`src/common/cordic_params.svh`:
```
`ifndef CORDIC_PARAMS_SVH
`define CORDIC_PARAMS_SVH

// port data width, Q16.16
`define CORDIC_IO_WIDTH 32

// internal datapath width, Q16.32
`define CORDIC_WIDTH 48

// fraction bits of the internal format
`define CORDIC_FRAC_BITS 32

// shift from port format up to internal format
`define CORDIC_WIDEN_BITS 16

// number of micro-rotation stages, up to 32 supported by the angle table
`define CORDIC_ITERATIONS 16

// circular gain reciprocal 0.6072529350 in Q16.32
`define CORDIC_K_INV 48'sd2608131496

`endif
```
`src/common/cordic_pkg.sv`:
```
`default_nettype none
`include "cordic_params.svh"

package cordic_pkg;

    typedef enum logic {
        linear   = 1'b0, // y accumulates x*z or z accumulates y/x
        circular = 1'b1  // true rotation in the plane
    } coord_mode_e;

    typedef enum logic {
        rotation  = 1'b0, // drive z toward zero
        vectoring = 1'b1  // drive y toward zero
    } op_mode_e;

    // per-stage angle, Q16.32
    function automatic logic signed [`CORDIC_WIDTH-1:0] angle_step(
        input coord_mode_e coord,
        input int unsigned idx
    );
        logic signed [`CORDIC_WIDTH-1:0] pow2;
        pow2 = (idx <= `CORDIC_FRAC_BITS) ?
               (`CORDIC_WIDTH'sd1 <<< (`CORDIC_FRAC_BITS - idx)) : '0; // 2^-idx
        if (coord == linear) begin
            return pow2;
        end
        case (idx) // atan(2^-idx), only the first entries differ from 2^-idx
            0:       return 48'sd3373259426;
            1:       return 48'sd1991351318;
            2:       return 48'sd1052175346;
            3:       return 48'sd534100635;
            4:       return 48'sd268086748;
            5:       return 48'sd134174063;
            6:       return 48'sd67103403;
            7:       return 48'sd33553749;
            8:       return 48'sd16777131;
            9:       return 48'sd8388597;
            10:      return 48'sd4194303;
            default: return pow2; // atan(x) rounds to x from here on
        endcase
    endfunction

endpackage

`default_nettype wire

```
`src/hw/cordic_input_stage.sv`:
```
`default_nettype none
`include "cordic_params.svh"

module cordic_input_stage (
    input  wire logic                                clk,
    input  wire logic                                rst,
    input  wire logic                                advance,     // global stall release
    input  wire logic                                in_valid,
    input  wire logic signed [`CORDIC_IO_WIDTH-1:0]  x_in,        // Q16.16
    input  wire logic signed [`CORDIC_IO_WIDTH-1:0]  y_in,
    input  wire logic signed [`CORDIC_IO_WIDTH-1:0]  z_in,
    input  wire cordic_pkg::coord_mode_e             coord_mode,
    input  wire cordic_pkg::op_mode_e                op_mode,
    output logic                                     s_valid,
    output logic signed [`CORDIC_WIDTH-1:0]          s_x,         // Q16.32
    output logic signed [`CORDIC_WIDTH-1:0]          s_y,
    output logic signed [`CORDIC_WIDTH-1:0]          s_z,
    output cordic_pkg::coord_mode_e                  s_coord,
    output cordic_pkg::op_mode_e                     s_op
);

    logic circ_rot; // cos/sin request

    assign circ_rot = (coord_mode == cordic_pkg::circular) &&
                      (op_mode == cordic_pkg::rotation);

    always_ff @(posedge clk or posedge rst) begin
        if (rst) begin
            s_valid <= 1'b0;
        end else if (advance) begin
            s_valid <= in_valid; // empty slot enters as a bubble
        end
    end

    // operands and modes, held while stalled
    always_ff @(posedge clk) begin
        if (advance) begin
            s_x     <= circ_rot ? `CORDIC_K_INV
                                : {x_in, {`CORDIC_WIDEN_BITS{1'b0}}}; // preload gain
            s_y     <= circ_rot ? '0
                                : {y_in, {`CORDIC_WIDEN_BITS{1'b0}}};
            s_z     <= {z_in, {`CORDIC_WIDEN_BITS{1'b0}}}; // angle or multiplier
            s_coord <= coord_mode;
            s_op    <= op_mode;
        end
    end

endmodule

`default_nettype wire

```
`config.mk`:
```
export PLATFORM = sky130hd
export DESIGN_NAME = cordic_input_stage
export DESIGN_NICKNAME = d
export VERILOG_FILES = /design/src/common/cordic_pkg.sv /design/src/hw/cordic_input_stage.sv
export VERILOG_INCLUDE_DIRS = /design/src /design/src/common
export SDC_FILE = /design/constraint.sdc
export NUM_CORES = 1
export LEC_CHECK = 0
export ABC_CLOCK_PERIOD_IN_PS = 900
export BUFFER_PORTS_ARGS = -buffer_cell sky130_fd_sc_hd__buf_2
export CORE_MARGIN = 4
export CORE_UTILIZATION = 40
export CTS_CLUSTER_DIAMETER = 80
export CTS_CLUSTER_SIZE = 25
export DETAILED_ROUTE_END_ITERATION = 8
export HOLD_SLACK_MARGIN = 0.03
export PLACE_DENSITY = 0.76
export SYNTH_ARGS = -nofsm -noshare
export SYNTH_HDL_FRONTEND = slang
export SYNTH_SLANG_ARGS = --single-unit
```
`constraint.sdc`:
```
create_clock -name clk -period 0.9 [get_ports clk]
set_clock_uncertainty 0.1 [all_clocks]
set_input_delay 0.09 -clock clk [delete_from_list [all_inputs] [get_ports clk]]
set_output_delay 0.09 -clock clk [all_outputs]
set_load 0.1 [all_outputs]
```
==> metrics list <==
* Die Outline Area: 11,300 µm²
* First element of the critical path: s_x[14]
* Reg2reg setup slack: -0.07 ns
- For the worst-skew pair, the clock arrives at the later sink with an insertion delay of 0.37 ns.
- Derived from the worst setup path, the maximum achievable clock frequency is 720 MHz.
- Count of mapped cells out of synthesis: 223
- After the last flow step, the layout net total stands at 641.
* Register area share after synthesis: between 70 and 80%
- Buffers inserted during clock tree synthesis total 9.
- Across the run, the number of max-cap violations was 0.
- Data on the critical path is required at its endpoint by 0.71 ns.
* Net Switching: around 6500 µW
- Placeable core area: 9330 µm²
- Unique masters post-synth: 11
- The critical path ends at s_x[7].
- Total power density per cell area: 1960 nW/µm²
* Number of design rule violations left after detail routing: 0
- The internal portion of the total power is ~8700 µW.
* H-tree levels: 3
- Number of global-route vias before repair: around 3,300
- Row generation in the floorplan step produced 35 rows.
- The path class of the tightest hold or removal check is in2reg.
* Area contributors post-synth: edfxtp_1 77%, buf_4 9.1%, and2_1 8.9%
- Before CTS, the worst setup slack after placement is -0.148 ns.
- The worst setup path is captured at an output pin.
* Setup CP Type: reg2out
- Deepest clock path buffer count: 2
- I/O Buffers: ~210
* Mean cell area of the mapped netlist: 17.3 µm²
- Setup violations remaining at the end of the flow were counted as 111.
* Switching power share of the total: 42.8%
- The final count of pins violating max slew is 0.
- The detailed router placed 3,121 vias in this run.
- #FFs+latches synth: 100
* Routed Antenna Nets: 0
- Across all setup checks in the final design, the least slack found is -0.489 ns.
- From bottom edge to top edge, the die measures 106 µm.
- First-iteration detailed-routing DRC count: 227
- Power comes to 15,300 µW.
- Total GRT Usage: 27.7%
- IO Count: 249
- Clock sink count: 100
- The congestion estimate from routability-driven global placement came to 0.807.
- The number of cells on the worst reg-to-reg path is 1.
- For this run, the number of Yosys warnings is 0.
* Antenna violations before repair: 3
- The final reports fail on setup timing.
- The first global-routing pass estimated between 20,000 and 25,000 µm of wire.
- Post-Syn Area: 3860 µm²
- Die Span X: between 100 and 150 µm
* Period minus WS final: approximately 1.4 ns
* Crit path DAT: approximately 1.2 ns
- Crit Reg-Reg Endpoint: s_valid
- Hold violation count in the final report: 0
- Period utilization: 154%
- Most common cell after layout, fill and taps aside: buf_12
- Combinational cells account for 42.2% of the total power.
- Half-perimeter wire length after detailed placement: 8920 µm
- The area growth from synthesis to layout is 102%.
- CTS clock-pin slew for the worst setup and hold paths: between 0.1 and 0.15 ns
- Clock network fraction of design power: 18.8%
- Share of total power in sequential cells: 39.0%
* Ratio of cells with drive above 1 in the final layout: 44.1%
- The number of setup buffers added after CTS is 0.
- For this run, the share of the core covered by cells in the final layout is between 80% and 90%.
* Maximum number of pins on one net before global-route repair: 52
- For this configuration, the core starts out at a cell density of 41.4%.
* RSZ-0062 raised after global routing: true
- Summed over its instances, the top area cell type makes up between 70% and 80% of the synthesized netlist area.
- IR analysis of the VDD net gives a maximum drop of 1.17 mV.
* Routed wire length: 16,000 µm
* Total global routing overflow: 0
* Detailed Routing Iterations Pass 1: 4
- STA classifies the critical path startpoint as a flop.
- Reported leakage power: around 0.0034 µW
- Buffers inserted to repair hold after CTS numbered 101.
- Clock tree from TritonCTS: yes
- Maximum fanout along the worst path: 9
- The run finished, with violations left.
* Routed wire per std cell: roughly 24 µm
* Cell type with the largest total area after synthesis: edfxtp_1
- The top cell types in the final layout, fill and taps aside, are 114 x buf_12, 100 x buf_2, 99 x edfxtp_1.
- The tree is rooted in a clkbuf_8.
- Routed vias/inst: roughly 4.6
* Launch point of the worst reg-to-reg path: s_valid
## timing repair
item | CTS | global route
endpoints found under the hold margin | 105 | 2
resized for setup | 0 | 8
endpoints found under the setup margin | 109 | 117
## cell type report
| class | instances | area, µm² |
|---|---|---|
| Timing Repair Buffer | 321 | 3850 |
| Sequential cell | 100 | 3000 |
| Fill cell | 418 | 1520 |
| Multi-Input combinational cell | 105 | 582 |
| Tap cell | 129 | 161 |
| Clock buffer | 9 | 124 |
| Clock inverter | 7 | 63.8 |
| Antenna cell | 4 | 10.0 |
| Inverter | 2 | 7.51 |
## power by group through the flow
stage	logic (µW)	registers (µW)	clock network [µW]
floorplan	1260	8560	0
global placement	5920	5980	0
detailed placement	5990	6010	0
CTS	6360	5910	2780
global route	6550	5980	3070
finish	6450	5960	2870
## per-layer routing
layer / vias to the layer above / part of all wire, % / track usage [%]
met5: - / 0 / 0
met4: 0 / 3.2 / 12.8
met3: 35 / 9.9 / 8.50
met2: 247 / 52 / 48.5
met1: 1518 / 35 / 30.7
li1: 1321 / - / -
## state kept, by name, summed over array words and instances, names as in the netlist
register and count:
s_x 33, s_z 32, s_y 32, s_coord 1, s_valid 1, s_op 1
## critical path, cell delays in order, from the launching register on
cell,delay [ns]
edfxtp_1,0.45
buf_12,0.19
buf_12,0.17
## cells in the mapped netlist
cell,count
edfxtp_1,99
and2_1,55
buf_4,47
nand2b_1,9
buf_6,6
inv_1,2
buf_2,1
conb_1,1
dfrtp_1,1
mux2_2,1
nand2b_4,1
## logic make-up (layout without fill, tap and decap cells)
group,count (synthesis),after routing,synth area share (%)
buf+inv,56,339,11.2
flops,100,100,77.7
simple gates,65,65,10.7
other cells,1,43,0.0972
mux,1,1,0.292
## metrics by stage
stage	TNS (ns)	hold WS [ns]	area, µm²	std cells
floorplan	-27.33	-0.281	4010	261
global placement	-8.21	-0.178	6570	556
detailed placement	-10.73	-0.167	6570	556
CTS	-33.25	0.0210	7770	673
global route	-38.23	0.0212	7800	676
finish	-35.31	0.0344	7800	677
## worst min-delay path by stage
stage	start	end	slack, ns	depth (start not counted)
2_1_floorplan	rst	s_valid	-0.28	1
3_3_place_gp	rst	s_valid	-0.18	2
3_5_place_dp	rst	s_valid	-0.17	2
4_1_cts	advance	s_x[36]	0.02	2
5_1_grt	advance	s_x[36]	0.02	2
6_report	advance	s_x[36]	0.03	2
Power figures use the tool's default switching activity.
