==> src/common/cordic_params.svh <==
`ifndef CORDIC_PARAMS_SVH
`define CORDIC_PARAMS_SVH

// port data width, Q16.16
`define CORDIC_IO_WIDTH 32

// internal datapath width, Q16.32
`define CORDIC_WIDTH 48

// fraction bits of the internal format
`define CORDIC_FRAC_BITS 32

// shift from port format up to internal format
`define CORDIC_WIDEN_BITS 16

// number of micro-rotation stages, up to 32 supported by the angle table
`define CORDIC_ITERATIONS 16

// circular gain reciprocal 0.6072529350 in Q16.32
`define CORDIC_K_INV 48'sd2608131496

`endif
==> src/common/cordic_pkg.sv <==
`default_nettype none
`include "cordic_params.svh"

package cordic_pkg;

    typedef enum logic {
        linear   = 1'b0, // y accumulates x*z or z accumulates y/x
        circular = 1'b1  // true rotation in the plane
    } coord_mode_e;

    typedef enum logic {
        rotation  = 1'b0, // drive z toward zero
        vectoring = 1'b1  // drive y toward zero
    } op_mode_e;

    // per-stage angle, Q16.32
    function automatic logic signed [`CORDIC_WIDTH-1:0] angle_step(
        input coord_mode_e coord,
        input int unsigned idx
    );
        logic signed [`CORDIC_WIDTH-1:0] pow2;
        pow2 = (idx <= `CORDIC_FRAC_BITS) ?
               (`CORDIC_WIDTH'sd1 <<< (`CORDIC_FRAC_BITS - idx)) : '0; // 2^-idx
        if (coord == linear) begin
            return pow2;
        end
        case (idx) // atan(2^-idx), only the first entries differ from 2^-idx
            0:       return 48'sd3373259426;
            1:       return 48'sd1991351318;
            2:       return 48'sd1052175346;
            3:       return 48'sd534100635;
            4:       return 48'sd268086748;
            5:       return 48'sd134174063;
            6:       return 48'sd67103403;
            7:       return 48'sd33553749;
            8:       return 48'sd16777131;
            9:       return 48'sd8388597;
            10:      return 48'sd4194303;
            default: return pow2; // atan(x) rounds to x from here on
        endcase
    endfunction

endpackage

`default_nettype wire

==> src/hw/cordic_output_stage.sv <==
`default_nettype none
`include "cordic_params.svh"

module cordic_output_stage (
    input  wire logic                            clk,
    input  wire logic                            rst,
    input  wire logic                            out_ready,
    input  wire logic                            s_valid, // pipeline tail
    input  wire logic signed [`CORDIC_WIDTH-1:0] s_x,
    input  wire logic signed [`CORDIC_WIDTH-1:0] s_y,
    input  wire logic signed [`CORDIC_WIDTH-1:0] s_z,
    input  wire cordic_pkg::coord_mode_e         s_coord,
    input  wire cordic_pkg::op_mode_e            s_op,
    output logic                                 advance, // global enable for every register
    output logic                                 out_valid,
    output logic signed [`CORDIC_IO_WIDTH-1:0]   x_out,   // Q16.16
    output logic signed [`CORDIC_IO_WIDTH-1:0]   y_out,
    output logic signed [`CORDIC_IO_WIDTH-1:0]   z_out
);

    localparam int W = `CORDIC_WIDTH;

    logic signed [W-1:0]   x_abs;
    logic signed [2*W-1:0] prod;  // |x| * K^-1, Q32.64
    logic signed [W-1:0]   x_fix;

    // move on when the output slot is free or being taken
    assign advance = !out_valid || out_ready;

    assign x_abs = s_x[W-1] ? -s_x : s_x;
    assign prod  = x_abs * `CORDIC_K_INV;

    // vectoring leaves x scaled by K, take the gain back out
    assign x_fix = (s_coord == cordic_pkg::circular && s_op == cordic_pkg::vectoring) ?
                   prod[`CORDIC_FRAC_BITS +: W] : s_x;

    always_ff @(posedge clk or posedge rst) begin
        if (rst) begin
            out_valid <= 1'b0;
        end else if (advance) begin
            out_valid <= s_valid;
        end
    end

    always_ff @(posedge clk) begin
        if (advance) begin
            x_out <= x_fix[W-1:`CORDIC_WIDEN_BITS]; // drop the extra fraction bits
            y_out <= s_y[W-1:`CORDIC_WIDEN_BITS];
            z_out <= s_z[W-1:`CORDIC_WIDEN_BITS];
        end
    end

    // circular vectoring only converges for x > 0, so x must still be positive here
    a_vec_x_positive: assert property (@(posedge clk) disable iff (rst)
        (s_valid && s_coord == cordic_pkg::circular && s_op == cordic_pkg::vectoring)
            |-> !s_x[W-1])
        else $error("circular vectoring item left the pipe with negative x");

endmodule

`default_nettype wire

==> config.mk <==
export PLATFORM = sky130hd
export DESIGN_NAME = cordic_output_stage
export DESIGN_NICKNAME = d
export VERILOG_FILES = /design/src/common/cordic_pkg.sv /design/src/hw/cordic_output_stage.sv
export VERILOG_INCLUDE_DIRS = /design/src /design/src/common
export SDC_FILE = /design/constraint.sdc
export NUM_CORES = 2
export LEC_CHECK = 0
export BUFFER_PORTS_ARGS = -buffer_cell sky130_fd_sc_hd__buf_2
export CORE_ASPECT_RATIO = 1.75
export CORE_MARGIN = 1.5
export CORE_UTILIZATION = 64
export CTS_BUF_LIST = sky130_fd_sc_hd__clkbuf_4
export DETAILED_ROUTE_END_ITERATION = 16
export PLACE_DENSITY_LB_ADDON = 0.25
export SLEW_MARGIN = 5
export SYNTH_ARGS = -nofsm -noshare
export SYNTH_HDL_FRONTEND = slang
export SYNTH_SLANG_ARGS = --single-unit
==> constraint.sdc <==
create_clock -name clk -period 3.75 [get_ports clk]
set_input_delay 0.1875 -clock clk [delete_from_list [all_inputs] [get_ports clk]]
set_output_delay 0.1875 -clock clk [all_outputs]
set_load 0.1 [all_outputs]
==> results of run 1 <==
-- metal layers --
| metal | track usage | overflow |
|---|---|---|
| met2 | 1.031 | 986 |
| met1 | 0.7926 | 10 |
| met3 | 0.6429 | 13 |
| met4 | 0.8655 | 359 |
| met5 | 0.2421 | 0 |
-- per-stage QoR --
stage          setup TNS [ns]  utilization  hold slack, ns  worst slack (ns)  area, sq um
2_1_floorplan         -143.04            -        -0.08379            -5.208        32420
3_3_place_gp          -172.41       0.8350         0.02207            -5.688        41180
4_1_cts               -149.18       0.8898         0.07433            -4.890        43890
3_5_place_dp          -177.22       0.8350         0.05158            -5.739        41180
-- cells by family after synthesis --
family,count (synthesis),share of synthesized area
AOI/OAI and AO/OA,419,0.08313
DFF,97,0.09130
xor gates and xnor gates,220,0.06675
muxes,2,0.0006286
buffers and inverters,1149,0.1357
and+or+nand+nor,354,0.05520
adders and majority gates,1053,0.5673
-- repair_timing --
item | 4_1_cts
resized for setup | 340
hold buffers | 66
pin swaps | 157
setup endpoints to repair | 32
buffers inserted | 34
hold endpoints to repair | 66
==> impl_metrics.py, run 1 <==
metrics = {
    "grt": {
        "wire_length_of_the_first_global_routing_pass_mm": 312.8,
        "largest_net_degree_at_the_start_of_global_routing": 75,
        "total_grt_usage": 0.8253,
        "overflow": 1368,
        "grt_pass1_vias": 42590,
    },
    "synth": {
        "syn-instance-count": 3294,
        "synth_top_area_share": 0.4098,
        "ys_seq_elements": 97,
        "synth.lib_cells_used.distinct": 73,
        "synth.cells.most_frequent": "sky130_fd_sc_hd__inv_1 (1109), sky130_fd_sc_hd__fa_1 (652), sky130_fd_sc_hd__ha_1 (400)",
        "syn_area_per_cell_sq_um": 9.669,
        "ys_warn_count": 0,
        "syn-num-nets": 4496,
        "synthMostInstantiatedCell": "sky130_fd_sc_hd__inv_1",
        "ys_async_sr_fraction": 0.01031,
        "synth_flop_cell": "sky130_fd_sc_hd__edfxtp_1",
        "yosysTopAreaCell": "sky130_fd_sc_hd__fa_1",
        "post_synth_edffs": 96,
        "fraction_of_the_yosys_area_taken_by_sequential_cells": 0.09130,
        "post_synth_main_area_contributors": "sky130_fd_sc_hd__fa_1 (41%), sky130_fd_sc_hd__ha_1 (16%), sky130_fd_sc_hd__inv_1 (13%)",
        "post_synth_instance_area_sq_um": 31850,
    },
    "status": {
        "flow.first_error": "[ERROR GRT-0116] Global routing finished with congestion. Check the congestion regions in the DRC Viewer.",
        "last-stage-reached": "global routing",
        "outcome": "stopped before the end",
    },
    "placement": {
        "numPortBuffers": 215,
        "gp_congestion": 1.191,
        "post-place-cells": 5048,
        "detailedPlacementHpwl_mm": 119.4,
    },
    "floorplanning": {
        "initial_utilization": 0.6457,
        "num_rows": 108,
        "die-width_um": 171.6,
        "ioPinCount": 248,
        "die_h_um": 298.1,
    },
    "cts": {
        "clockRootBuffer": "sky130_fd_sc_hd__clkbuf_4",
        "clock_sinks": 97,
        "htreeDepth": 3,
        "cts_max_path_buffers": 2,
        "total_cts_buffers": 9,
    },
}
==> run 2: changes to the inputs <==
Settings changed: CORE_ASPECT_RATIO 1.75 to unset, CORE_UTILIZATION 64 to 40, CTS_BUF_LIST sky130_fd_sc_hd__clkbuf_4 to unset, PLACE_DENSITY_LB_ADDON 0.25 to 0.15.
==> run 2 against run 1 <==
  * The flow now finishes, with violations (setup timing)
  * Synthesized cell count is the same
  * Area after synthesis is the same
==> impl_metrics.py, run 2 <==
metrics = {
    "layout": {
        "layout_common_cells": "sky130_fd_sc_hd__inv_1 (1054), sky130_fd_sc_hd__buf_4 (914), sky130_fd_sc_hd__fa_1 (604)",
        "biggestRegsByFlops": "x_out (32), y_out (32), z_out (32)",
        "synthToLayoutAreaGrowth_pct": 41.23,
        "finalNonFillerCells": 5551,
        "n_antenna_cell": 0,
        "layout_commonest_cell": "sky130_fd_sc_hd__inv_1",
        "layout.nets": 5698,
        "post_route_cells_drive_above_1_share": 0.3655,
        "fillCellCount": 7175,
    },
    "cts": {
        "htreeDepth": 3,
        "tritoncts": "built",
        "post_cts_clock_slew_at_the_launch_and_capture_registers_of_the_worst_setup_and_hold_paths_ns": 0.08,
        "total_cts_buffers": 9,
        "clock_sinks": 97,
        "clockRootBuffer": "sky130_fd_sc_hd__clkbuf_16",
        "cts_max_path_buffers": 2,
        "worst_skew_pair.late_latency_ns": 0.35,
    },
    "drt": {
        "detail_route.drc_violations": 0,
        "wl_met1_mm": 45.78,
        "ant_nets": 0,
        "detail_route.iter0.violations": 1313,
        "via_per_inst": 4.755,
        "detailroute.wirelength.met2_mm": 60.51,
        "routed-wl-met3_mm": 3.513,
        "wire_per_inst_um": 21.05,
        "routed-via-count": 26390,
        "drtPass1Iterations": 5,
        "finalWirelength_mm": 116.9,
        "route.top_layer_used": "met4",
    },
    "grt": {
        "overflow": 0,
        "wire_length_of_the_first_global_routing_pass_mm": 175.8,
        "total_grt_usage": 0.2925,
        "grt_pass1_vias": 29320,
        "largest_net_degree_at_the_start_of_global_routing": 65,
        "antenna_violations_before_repair": 0,
    },
    "placement": {
        "detailedPlacementHpwl_mm": 106.8,
        "post-place-cells": 5432,
        "gp_congestion": 0.9817,
        "numPortBuffers": 215,
    },
    "critical_path": {
        "rr_worst_depth": 2,
        "reg2reg_to": "y_out[20]",
        "crit_path_end_kind": "register",
        "startpoint_of_the_worst_slack_reg_to_reg_timing_path": "out_valid",
        "crit_top_cell": "sky130_fd_sc_hd__fa_1",
        "critPathSlowestCell": "sky130_fd_sc_hd__or4_4",
        "crit_arrival_ns": 8.83,
        "crit_path_max_fanout": 4,
        "cp-start-kind": "input port",
        "max_stage_delay_ns": 0.61,
        "critical_path.startpoint": "s_x[5]",
        "reg2reg_setup_slack_ns": 1.98,
        "criticalPathCategory": "in -> reg",
        "required_ns": 3.81,
    },
    "min_path": {
        "hold_path_class": "in -> reg",
        "whs_path_depth": 1,
        "hold_path_startpoint": "s_y[32]",
        "hold_end": "y_out[16]",
    },
    "sta": {
        "final.setup.worst_slack_ns": -5.020,
        "hold_viol": 0,
        "grt_setup_unrepaired": "true",
        "period_minus_slack_ns": 8.770,
        "skew_ns": 0.01005,
        "post-route-period-util": 2.339,
        "max_clock_freq_mhz": 114.0,
        "max-slew-margin-rel": 0.2847,
        "slew_violations": 0,
        "worst_pin_slew_ns": 1.069,
        "report.final.setup_viol": 32,
    },
    "synth": {
        "synthMostInstantiatedCell": "sky130_fd_sc_hd__inv_1",
        "ys_warn_count": 0,
        "ys_async_sr_fraction": 0.01031,
        "post_synth_instance_area_sq_um": 31850,
        "syn_area_per_cell_sq_um": 9.669,
        "fraction_of_the_yosys_area_taken_by_sequential_cells": 0.09130,
        "synth.lib_cells_used.distinct": 73,
        "synth.cells.most_frequent": "sky130_fd_sc_hd__inv_1 (1109), sky130_fd_sc_hd__fa_1 (652), sky130_fd_sc_hd__ha_1 (400)",
        "synth_top_area_share": 0.4098,
        "syn-num-nets": 4496,
        "post_synth_edffs": 96,
        "synth_flop_cell": "sky130_fd_sc_hd__edfxtp_1",
        "yosysTopAreaCell": "sky130_fd_sc_hd__fa_1",
        "post_synth_main_area_contributors": "sky130_fd_sc_hd__fa_1 (41%), sky130_fd_sc_hd__ha_1 (16%), sky130_fd_sc_hd__inv_1 (13%)",
        "ys_seq_elements": 97,
        "syn-instance-count": 3294,
    },
    "floorplanning": {
        "num_rows": 103,
        "initial_utilization": 0.4038,
        "die-width_um": 285.2,
        "core_sq_um": 78870,
        "ioPinCount": 248,
        "die_area_sq_um": 81320,
        "die_h_um": 285.2,
    },
    "status": {
        "failed_checks": "setup timing",
        "outcome": "finished, violations left",
    },
    "job": {
        "cap_viol_max_count": 0,
    },
}
run 2: cell counts after synthesis:
No cell type changed its count.
run 2: per-stage QoR:
step	worst slack (ns)	setup TNS [ns]	hold slack, ns	instance area, sq um	utilization
finish	-5.020	-153.05	0.01170	44980	0.5703
global route	-5.318	-161.71	0.0005675	44980	0.5703
CTS	-5.052	-153.83	0.0002389	43800	0.5554
detailed placement	-5.664	-174.43	0.02175	41550	0.5268
global placement	-5.605	-173.08	0.02282	41550	0.5268
floorplan	-5.208	-143.04	-0.08379	32420	-
run 2: critical path, delay by kind of cell:
kind | cells | cell delay, ns
adders and majority gates | 9 | 4.06
and+or+nand+nor | 6 | 1.77
AOI/OAI and AO/OA | 6 | 1.45
buffers and inverters | 12 | 0.95
xor gates and xnor gates | 2 | 0.39
run 2: worst max path at each step:
stage / to / slack (ns) / cells after the start
final: x_out[17] / -5.02 / 35
after global routing: x_out[28] / -5.32 / 34
after CTS: x_out[30] / -5.05 / 37
after detailed placement: x_out[24] / -5.66 / 35
after global placement: x_out[31] / -5.60 / 32
after floorplan: x_out[31] / -5.21 / 34
run 2: what timing repair did:
action                                  4_1_cts  5_1_grt
setup buffers                                37       26
cloned                                        0        0
pin swaps                                   109      119
endpoints found under the setup margin       32       32
resized for setup                           287      177
hold endpoints to repair                     39        8
hold buffers                                 39        8
run 2: final cells by class:
| cell class | count | area [sq um] | area share |
|---|---|---|---|
| tap | 1050 | 1314 | 0.02921 |
| timing repair buffer | 1228 | 9102 | 0.2024 |
| inverter | 1112 | 4209 | 0.09358 |
| clock buffer | 9 | 225.2 | 0.005007 |
| multi-input combinational | 2048 | 27150 | 0.6036 |
| clock inverter | 7 | 70.07 | 0.001558 |
| sequential | 97 | 2908 | 0.06465 |
run 2: routing by layer:
metal  vias to the layer above  GRT usage
met5                         -          0
met4                         0     0.1470
met2                       531     0.5302
li1                      12380          -
met1                     13280     0.3495
met3                       201    0.01960
run 2: kinds of logic after synthesis:
group           count (synthesis)  synth area share
buf+inv                      1149            0.1357
mux                             2         0.0006286
compound gates                419           0.08313
xor+xnor                      220           0.06675
flops                          97           0.09130
fa+ha+maj                    1053            0.5673
simple gates                  354           0.05520
Power of run 2 is not shown: default switching activity piles up to over one toggle a cycle in this logic, so the estimate is an artifact.
